[src/gpio_params.svh]
/* GPIO subsystem parameters */

`ifndef GPIO_PARAMS_SVH
`define GPIO_PARAMS_SVH

////////////////////////////////////////////////////////////
// Pin configuration
////////////////////////////////////////////////////////////

// Number of GPIO pins, at most 32
`define GPIO_NUM_PINS 16

// Cycles between two scanner reads of DAT
`define GPIO_SCAN_PERIOD 16

////////////////////////////////////////////////////////////
// Wishbone bus widths
////////////////////////////////////////////////////////////

// Word address, selects one of four registers
`define WB_ADR_W 2
// Data path and byte selects
`define WB_DAT_W 32
`define WB_SEL_W 4

`endif

[src/wb_pkg.sv]
/* Wishbone bus types */

`include "gpio_params.svh"

package wb_pkg;

    // Basic bus field types
    typedef logic [`WB_ADR_W-1:0] wb_adr_t;
    typedef logic [`WB_DAT_W-1:0] wb_dat_t;
    typedef logic [`WB_SEL_W-1:0] wb_sel_t;

    // Master to slave request
    // All fields stay stable from stb until ack
    typedef struct packed {
        logic    cyc;
        logic    stb;
        logic    we;
        wb_adr_t adr;
        wb_sel_t sel;
        wb_dat_t dat;
    } wb_req_t;

    // Slave to master response
    // Read data is valid while ack is high
    typedef struct packed {
        logic    ack;
        wb_dat_t dat;
    } wb_rsp_t;

endpackage

[src/gpio_pkg.sv]
/* GPIO register map and scanner types */

`include "gpio_params.svh"

package gpio_pkg;

    // One bit per GPIO pin
    typedef logic [`GPIO_NUM_PINS-1:0] gpio_pins_t;

    // Word addresses of the register block
    // INC is decoded but has no storage behind it
    typedef enum logic [1:0] {
        REG_DAT = 2'd0,
        REG_TSC = 2'd1,
        REG_INC = 2'd2
    } gpio_reg_e;

    // Scanner FSM
    // WAIT counts the period, REQ holds the bus read,
    // DONE is the release cycle after ack
    typedef enum logic [1:0] {
        WAIT = 2'd0,
        REQ  = 2'd1,
        DONE = 2'd2
    } scan_state_e;

endpackage

[src/wb_arbiter.sv]
/* Two-master Wishbone arbiter */

module wb_arbiter (
    input  logic            wb_clk_i,
    input  logic            wb_rst_i,
    // Master 0 is the host port
    input  wb_pkg::wb_req_t m0_req_i,
    output wb_pkg::wb_rsp_t m0_rsp_o,
    // Master 1 is the scanner
    input  wb_pkg::wb_req_t m1_req_i,
    output wb_pkg::wb_rsp_t m1_rsp_o,
    // Shared slave
    output wb_pkg::wb_req_t s_req_o,
    input  wb_pkg::wb_rsp_t s_rsp_i
);

    import wb_pkg::*;

    ////////////////////////////////////////////////////////////
    // Grant state
    ////////////////////////////////////////////////////////////

    // Current owner, 0 for host, 1 for scanner
    logic    owner;
    // Bus is held by the owner
    logic    owner_vld;
    // Request of the current owner
    wb_req_t owner_req;

    // Registered grant
    // Idle bus goes to host first, then scanner
    // Grant is released once the owner drops cyc
    always_ff @(posedge wb_clk_i) begin
        if (wb_rst_i) begin
            owner     <= 1'b0;
            owner_vld <= 1'b0;
        end else if (!owner_vld) begin
            if (m0_req_i.cyc) begin
                owner     <= 1'b0;
                owner_vld <= 1'b1;
            end else if (m1_req_i.cyc) begin
                owner     <= 1'b1;
                owner_vld <= 1'b1;
            end
        end else if (!owner_req.cyc) begin
            // Cycle finished, bus goes idle
            owner_vld <= 1'b0;
        end
    end

    ////////////////////////////////////////////////////////////
    // Request path
    ////////////////////////////////////////////////////////////

    assign owner_req = owner ? m1_req_i : m0_req_i;

    // Pass the owner's request through
    // Strobe and cycle are masked while nobody holds the bus
    always_comb begin
        s_req_o     = owner_req;
        s_req_o.cyc = owner_req.cyc & owner_vld;
        s_req_o.stb = owner_req.stb & owner_vld;
    end

    ////////////////////////////////////////////////////////////
    // Response path
    ////////////////////////////////////////////////////////////

    // Data goes to both masters
    // Ack only to the owner, the other one keeps waiting
    always_comb begin
        m0_rsp_o.dat = s_rsp_i.dat;
        m0_rsp_o.ack = s_rsp_i.ack & owner_vld & ~owner;
        m1_rsp_o.dat = s_rsp_i.dat;
        m1_rsp_o.ack = s_rsp_i.ack & owner_vld & owner;
    end

endmodule

[src/wb_gpio.sv]
/* GPIO register block */

`include "gpio_params.svh"

module wb_gpio (
    input  logic                      wb_clk_i,
    input  logic                      wb_rst_i,
    // Wishbone slave port
    input  wb_pkg::wb_req_t           req_i,
    output wb_pkg::wb_rsp_t           rsp_o,
    // Pins
    input  logic [`GPIO_NUM_PINS-1:0] inp_i,
    output logic [`GPIO_NUM_PINS-1:0] out_o,
    output logic [`GPIO_NUM_PINS-1:0] oe_o
);

    import wb_pkg::*;
    import gpio_pkg::*;

    ////////////////////////////////////////////////////////////
    // Bus handshake
    ////////////////////////////////////////////////////////////

    // Valid access in this cycle
    logic    bus_stb;
    // Registered ack
    logic    ack_q;
    // Per-byte write enables
    wb_sel_t we_byte;
    // Read mux output
    wb_dat_t rd_dat;

    assign bus_stb = req_i.cyc & req_i.stb;

    // One cycle after strobe, one cycle long
    always_ff @(posedge wb_clk_i) begin
        if (wb_rst_i) begin
            ack_q <= 1'b0;
        end else begin
            ack_q <= bus_stb & ~ack_q;
        end
    end

    assign we_byte = {`WB_SEL_W{req_i.we & bus_stb}} & req_i.sel;

    ////////////////////////////////////////////////////////////
    // Registers
    ////////////////////////////////////////////////////////////

    // Output latch, driven on the pins
    gpio_pins_t gpio_state;
    // Direction, 1 enables the output driver
    gpio_pins_t gpio_dir;

    // Pin i belongs to byte lane i/8
    always_ff @(posedge wb_clk_i) begin
        if (wb_rst_i) begin
            gpio_state <= '0;
            gpio_dir   <= '0;
        end else begin
            case (req_i.adr)
                REG_DAT: begin
                    for (int i = 0; i < `GPIO_NUM_PINS; i++) begin
                        if (we_byte[i/8]) gpio_state[i] <= req_i.dat[i];
                    end
                end
                REG_TSC: begin
                    for (int i = 0; i < `GPIO_NUM_PINS; i++) begin
                        if (we_byte[i/8]) gpio_dir[i] <= req_i.dat[i];
                    end
                end
                // INC and the spare address ignore writes
                default: ;
            endcase
        end
    end

    assign out_o = gpio_state;
    assign oe_o  = gpio_dir;

    ////////////////////////////////////////////////////////////
    // Read back
    ////////////////////////////////////////////////////////////

    // DAT returns the live pins, everything else the direction
    always_comb begin
        rd_dat = '0;
        if (req_i.adr == REG_DAT) begin
            rd_dat[`GPIO_NUM_PINS-1:0] = inp_i;
        end else begin
            rd_dat[`GPIO_NUM_PINS-1:0] = gpio_dir;
        end
    end

    assign rsp_o.ack = ack_q;
    assign rsp_o.dat = rd_dat;

endmodule

[src/gpio_scanner.sv]
/* GPIO pin-change scanner */

`include "gpio_params.svh"

module gpio_scanner (
    input  logic                      wb_clk_i,
    input  logic                      wb_rst_i,
    // Wishbone master port
    output wb_pkg::wb_req_t           req_o,
    input  wb_pkg::wb_rsp_t           rsp_i,
    // Change interrupt
    input  logic                      irq_clr_i,
    output logic                      irq_o,
    output logic [`GPIO_NUM_PINS-1:0] chg_mask_o
);

    import gpio_pkg::*;

    // Period counter width, at least one bit
    localparam int CNT_W = (`GPIO_SCAN_PERIOD > 1) ? $clog2(`GPIO_SCAN_PERIOD) : 1;
    localparam logic [CNT_W-1:0] CNT_LAST = CNT_W'(`GPIO_SCAN_PERIOD - 1);

    scan_state_e      state;
    logic [CNT_W-1:0] cnt;
    // First sample after reset has been taken
    logic             base_vld;
    // Read data of the current scan
    gpio_pins_t       sample;
    gpio_pins_t       last_sample;
    gpio_pins_t       diff;
    // Read accepted in this cycle
    logic             scan_ack;
    logic             irq_q;
    gpio_pins_t       chg_mask_q;

    assign scan_ack = (state == REQ) & rsp_i.ack;
    assign sample   = rsp_i.dat[`GPIO_NUM_PINS-1:0];
    assign diff     = sample ^ last_sample;

    ////////////////////////////////////////////////////////////
    // Scan FSM
    ////////////////////////////////////////////////////////////

    always_ff @(posedge wb_clk_i) begin
        if (wb_rst_i) begin
            state <= WAIT;
            cnt   <= '0;
        end else begin
            case (state)
                WAIT: begin
                    if (cnt == CNT_LAST) begin
                        cnt   <= '0;
                        state <= REQ;
                    end else begin
                        cnt <= cnt + 1'b1;
                    end
                end
                // Hold the read until the arbiter passes ack
                REQ: if (rsp_i.ack) state <= DONE;
                // cyc and stb are low here
                DONE: state <= WAIT;
                default: state <= WAIT;
            endcase
        end
    end

    // Always a full-word read of DAT
    always_comb begin
        req_o     = '0;
        req_o.cyc = (state == REQ);
        req_o.stb = (state == REQ);
        req_o.adr = REG_DAT;
        req_o.sel = '1;
    end

    ////////////////////////////////////////////////////////////
    // Change detect
    ////////////////////////////////////////////////////////////

    // Previous sample, only meaningful once base_vld is set
    always_ff @(posedge wb_clk_i) begin
        if (scan_ack) last_sample <= sample;
    end

    // A new change wins over a clear in the same cycle
    always_ff @(posedge wb_clk_i) begin
        if (wb_rst_i) begin
            base_vld   <= 1'b0;
            irq_q      <= 1'b0;
            chg_mask_q <= '0;
        end else begin
            if (scan_ack) base_vld <= 1'b1;
            if (scan_ack && base_vld && (diff != '0)) begin
                irq_q      <= 1'b1;
                chg_mask_q <= diff;
            end else if (irq_clr_i) begin
                irq_q <= 1'b0;
            end
        end
    end

    assign irq_o      = irq_q;
    assign chg_mask_o = chg_mask_q;

endmodule

[src/gpio_subsys.sv]
/* GPIO subsystem top level */

`include "gpio_params.svh"

module gpio_subsys (
    input  logic                      wb_clk_i,
    input  logic                      wb_rst_i,
    // External host port
    input  wb_pkg::wb_req_t           host_req_i,
    output wb_pkg::wb_rsp_t           host_rsp_o,
    // Pins
    input  logic [`GPIO_NUM_PINS-1:0] inp_i,
    output logic [`GPIO_NUM_PINS-1:0] out_o,
    output logic [`GPIO_NUM_PINS-1:0] oe_o,
    // Pin-change interrupt
    input  logic                      irq_clr_i,
    output logic                      irq_o,
    output logic [`GPIO_NUM_PINS-1:0] chg_mask_o
);

    import wb_pkg::*;

    // Scanner master side
    wb_req_t scan_req;
    wb_rsp_t scan_rsp;
    // Arbiter to register block
    wb_req_t gpio_req;
    wb_rsp_t gpio_rsp;

    ////////////////////////////////////////////////////////////
    // Bus arbitration, host has priority
    ////////////////////////////////////////////////////////////

    wb_arbiter wb_arbiter_i (
        .wb_clk_i (wb_clk_i),
        .wb_rst_i (wb_rst_i),
        .m0_req_i (host_req_i),
        .m0_rsp_o (host_rsp_o),
        .m1_req_i (scan_req),
        .m1_rsp_o (scan_rsp),
        .s_req_o  (gpio_req),
        .s_rsp_i  (gpio_rsp)
    );

    // Register block
    wb_gpio wb_gpio_i (
        .wb_clk_i (wb_clk_i),
        .wb_rst_i (wb_rst_i),
        .req_i    (gpio_req),
        .rsp_o    (gpio_rsp),
        .inp_i    (inp_i),
        .out_o    (out_o),
        .oe_o     (oe_o)
    );

    // Periodic reader of DAT
    gpio_scanner gpio_scanner_i (
        .wb_clk_i   (wb_clk_i),
        .wb_rst_i   (wb_rst_i),
        .req_o      (scan_req),
        .rsp_i      (scan_rsp),
        .irq_clr_i  (irq_clr_i),
        .irq_o      (irq_o),
        .chg_mask_o (chg_mask_o)
    );

endmodule

[config.mk]
export PLATFORM = sky130hd
export DESIGN_NAME = gpio_subsys
export DESIGN_NICKNAME = d
export VERILOG_FILES = /design/src/wb_pkg.sv /design/src/gpio_pkg.sv /design/src/wb_arbiter.sv /design/src/wb_gpio.sv /design/src/gpio_scanner.sv /design/src/gpio_subsys.sv
export VERILOG_INCLUDE_DIRS = /design/src
export SDC_FILE = /design/constraint.sdc
export NUM_CORES = 1
export LEC_CHECK = 0
export BUFFER_PORTS_ARGS = -buffer_cell sky130_fd_sc_hd__buf_2
export CAP_MARGIN = 40
export CELL_PAD_IN_SITES_DETAIL_PLACEMENT = 0
export CELL_PAD_IN_SITES_GLOBAL_PLACEMENT = 1
export CORE_MARGIN = 2
export CORE_UTILIZATION = 35
export DETAILED_ROUTE_END_ITERATION = 10
export HOLD_SLACK_MARGIN = 0.06
export PLACE_DENSITY = 0.77
export SYNTH_ARGS = -nofsm -noshare
export SYNTH_HDL_FRONTEND = slang
export SYNTH_HIERARCHICAL = 1
export SYNTH_SLANG_ARGS = --single-unit
[constraint.sdc]
create_clock -name wb_clk_i -period 4.9 [get_ports wb_clk_i]
set_input_delay 0.98 -clock wb_clk_i [delete_from_list [all_inputs] [get_ports wb_clk_i]]
set_output_delay 0.98 -clock wb_clk_i [all_outputs]
set_load 0.01 [all_outputs]
# Word-level counts from Yosys, hierarchy flattened

Index checks and enable logic that the tools add are counted.

Add/subtract/negate cells: 1
Equal/unequal tests: 5
Mux-type cells: 14
Bitwise operators: 14
Reductions and logical operators: 13

Operator list:

| kind                                                            | count |
|---|---|
| 41-bit two-way mux                                              | 1 |
| 16-bit two-way mux                                              | 1 |
| 16-bit nonzero test                                             | 1 |
| 16-bit XOR                                                      | 1 |
| 2-bit AND reduction                                             | 6 |
| 1-bit AND                                                       | 9 |
| 1-bit two-way mux                                               | 8 |
| 4-bit by 1-bit adder with 4-bit output, second input constant   | 1 |
| 2-bit by 1-bit == test with 1-bit output, second input constant | 2 |
| 4-bit == test, second input constant                            | 1 |
| 2-bit zero test                                                 | 2 |
| 2-bit two-way mux                                               | 2 |
| 4-bit two-way mux                                               | 1 |
| 2-bit by 1-bit != test with 1-bit output, second input constant | 2 |
| 2-bit one-hot mux with 2 select lines                           | 1 |
| 2-bit nonzero test                                              | 2 |
| 1-bit inverter                                                  | 3 |
| 2-bit AND                                                       | 1 |
| 1-bit logical AND                                               | 2 |

Flip-flop bits (word level): 75
Input bits: 60
Output and inout bits: 82
Word-level logic and storage cells: 60

# Longest topological paths before layout

Depth in word-level cells: 8
Depth in mapped cells: 15
Depth with buffers taken out: 8

# By module

Netlist, hierarchy kept.

Modules (own cells, without submodules):

| module       | times used | cells an instance | area each (sq um) | seq. area each (sq um) |
|---|---|---|---|---|
| gpio_scanner | 1          | 173               | 1863.0            | 960.9 |
| wb_gpio      | 1          | 177               | 1702.9            | 660.6 |
| wb_arbiter   | 1          | 123               | 1247.4            | 40.0 |

# Worst setup path after synthesis

Ideal clock, no wire load.

Path type: input -> register
Start: input port host_req_i[36] in the netlist's numbering
End: register gpio_scanner_i.chg_mask_q[10], in the netlist gpio_scanner_i/chg_mask_o[10]
Setup time: 0.086 ns
Arrival: 3.751 ns
Path slack: 1.063 ns
Stages: 13
Path buffers: 5
Path through: mux2_4 > nor2_2 > buf_2 > mux2_2 > buf_4 > xnor2_1 > nand4_1 > or4_1 > buf_2 > and2_4 > buf_6 > buf_6 > a211oi_1

RTL lines:

| element              | line               | text |
|---|---|---|
| from (decl)          | gpio_subsys.sv:9   | `input wb_pkg::wb_req_t host_req_i,` |
| to (signal assigned) | gpio_scanner.sv:95 | `chg_mask_q <= diff;` |
| to (decl)            | gpio_scanner.sv:34 | `gpio_pins_t chg_mask_q;` |

==> impl_metrics.csv <==
group,metric,value,unit
drt,drtPass1Iterations,4,
global_route,grt_pass1_wl,14.2,mm
critical_path,kind_of_launch_point_of_the_worst_setup_path,"primary input",
synthesis,yosys_warnings,6,
pwr,total_leakage_power,2.05,nW
sta,report.final.hold_viol_count,0,
sta,fmaxAchievable,251,MHz
drt,post-route-drc-count,0,
layout,multi_input_area,1940,um^2
cts,tritoncts_buffer_count,9,
run,maxCapViolations,0,
global_route,antenna_violations_before_repair,0,
critical_path,maximum_fanout_along_the_worst_path,18,
pwr,p_total,1.39,mW
layout,finish.utilization,0.390,
drt,detail-route-antenna-nets,0,
layout,regArea,1660,um^2
drt,initialDrtViolationCount,45,
sta,setup_violating_endpoint_count_in_the_final_report,0,
place,count_of_input_and_output_buffers,107,
place,dp_slack,0.629,ns
critical_path,timing.critical_path.slowest_cell_delay,0.85,ns
floorplan,floorplan.die_area,13100,um^2
sta,unrepaired_setup_endpoints_after_global_routing,"no",
place,post-dp-hpwl,6.81,mm
cts,cts_hold_buf,0,
cts,cts-htree-levels,3,
cts,cts_setup_buffers,0,
cts,root_buffer,"clkbuf_16",
synthesis,syn-cell-area,4280,um^2
place,place.detailed.instances,601,
drt,vias,2774,
global_route,gr_usage_total,0.137,
critical_path,worstSetupEndpointType,"flop",
critical_path,timing_worst_setup_path_type,"in -> reg",
floorplan,effective_utilization_at_floorplan,0.358,
status,status,"complete, no violations",
sta,slew_headroom,0.514,
sta,fin_ws,0.922,ns
sta,skew,0.00517,ns
min_path,hold_class,"reg -> reg",
cts,tritoncts_clock_tree,"yes",
floorplan,core-area,12000,um^2
floorplan,die_w,115,um
global_route,grt_pass1_vias,2769,
synthesis,synth.avg_cell_area,10.2,um^2
floorplan,die-height,115,um
pwr,powerDensity,298,nW/um^2
floorplan,ios,142,
place,routabilityCongestion,0.756,
global_route,grt_start_max_net_pins,43,
floorplan,core.rowCount,40,
synthesis,post_synth_inst_count,420,
cts,deepest_clock_path_buffer_count,2,
cts,postCtsResizedCells,0,
sta,final.min_clock_period,3.98,ns
layout,layout-drive-gt1-share,0.364,
global_route,total_congestion_overflow,0,
sta,timing_worst_slew_pin_value,0.729,ns
drt,drt-wirelength-per-cell,14.2,um
sta,final_sum_of_negative_setup_slack,0,ns
drt,drt_wl_total,8.77,mm
critical_path,worstPathArrival,4.21,ns
sta,min_period_over_period,0.812,
pwr,irDropWorstVdd,0.157,mV
cts,clock_latency_on_the_worst_skew_pair,0.32,ns
layout,fin_cells,617,
layout,nFillCells,1186,
cts,clk_pin_slew,0.06,ns
critical_path,slowest_stage,"or4_1",
layout,final_nets,526,
drt,avg_vias_per_cell,4.50,
critical_path,critical_path.cell_chain,"buf_2, mux2_4, nor2_2, buf_4, mux2_2, xnor2_1, nand4_1, or4_1, and2_4, a211oi_1",
cts,clkSinkCount,75,
layout,synthesis_to_layout_area_growth,9.16,%
layout,num_antenna_cells,0,
critical_path,worst_ep_required,5.13,ns
sta,maxSlewViolCount,0,
-- layout make-up --
cell class	instances	area share
repair buffers	110	0.122
well taps	147	0.0394
flip-flops and latches	75	0.356
clock buffers	13	0.0624
multi-input cells	267	0.415
clock inverters	3	0.00375
inverters	2	0.00161
-- through the flow --
stage	hold WS, ns	cell area (um^2)
6_report	0.422	4670
3_5_place_dp	0.417	4360
5_1_grt	0.445	4670
4_1_cts	0.425	4670
3_3_place_gp	0.410	4340
2_1_floorplan	0.398	4400
-- placed cells by master (no fill, tap or decap), types with 10 or more instances in the layout --
cell,instances
a211oi_1,15
a21oi_1,21
buf_2,107
clkbuf_16,10
conb_1,37
dfxtp_1,59
edfxtp_1,16
mux2_2,19
mux2_4,19
mux2i_1,26
nand2b_1,42
nor2_1,10
nor2b_1,11
o21ai_0,19
xnor2_1,16
-- worst paths after layout --
kind | start | end | slack [ns] | cells after the start
setup / recovery | host_req_i[36] | gpio_scanner_i/chg_mask_o[5] | 0.92 | 10
hold / removal | wb_gpio_i/ack_q | wb_gpio_i/ack_q | 0.42 | 1
setup reg to reg | wb_arbiter_i/owner | gpio_scanner_i/chg_mask_o[5] | 1.00 | 9
hold reg to reg | wb_gpio_i/ack_q | wb_gpio_i/ack_q | 0.42 | 1
-- registers in the layout (all words and copies together) (netlist names) --
register,cells
wb_gpio_i/out_o,16
gpio_scanner_i/cnt,4
wb_arbiter_i/owner,1
wb_gpio_i/ack_q,1
gpio_scanner_i/state,2
gpio_scanner_i/chg_mask_o,16
wb_arbiter_i/owner_vld,1
gpio_scanner_i/irq_o,1
gpio_scanner_i/base_vld,1
wb_gpio_i/oe_o,16
gpio_scanner_i/last_sample,16
-- report_power, final --
| group | leakage (nW) | switching, mW | internal, mW |
|---|---|---|---|
| Sequential | 0.623 | 0.00273 | 0.633 |
| Clock | 0.153 | 0.245 | 0.413 |
| Combinational | 1.27 | 0.0510 | 0.0485 |
| Total | 2.05 | 0.299 | 1.09 |
-- per-layer routing --
metal | GRT usage | share of wire | vias up | routed length (um)
met3 | 0.0259 | 0.040 | 10 | 352
met5 | 0 | 0 | - | 0
met2 | 0.223 | 0.47 | 71 | 4140
met1 | 0.180 | 0.47 | 1295 | 4140
li1 | - | - | 1398 | -
met4 | 0.0553 | 0.015 | 0 | 131
-- critical path, delay by kind of cell --
kind | cells | cell delay (ns)
AND/OR/NAND/NOR | 4 | 1.64
multiplexers | 2 | 0.68
buffers and inverters | 2 | 0.38
XOR/XNOR | 1 | 0.26
AO/OA/AOI/OAI | 1 | 0.26
Power figures use the tool's default switching activity.
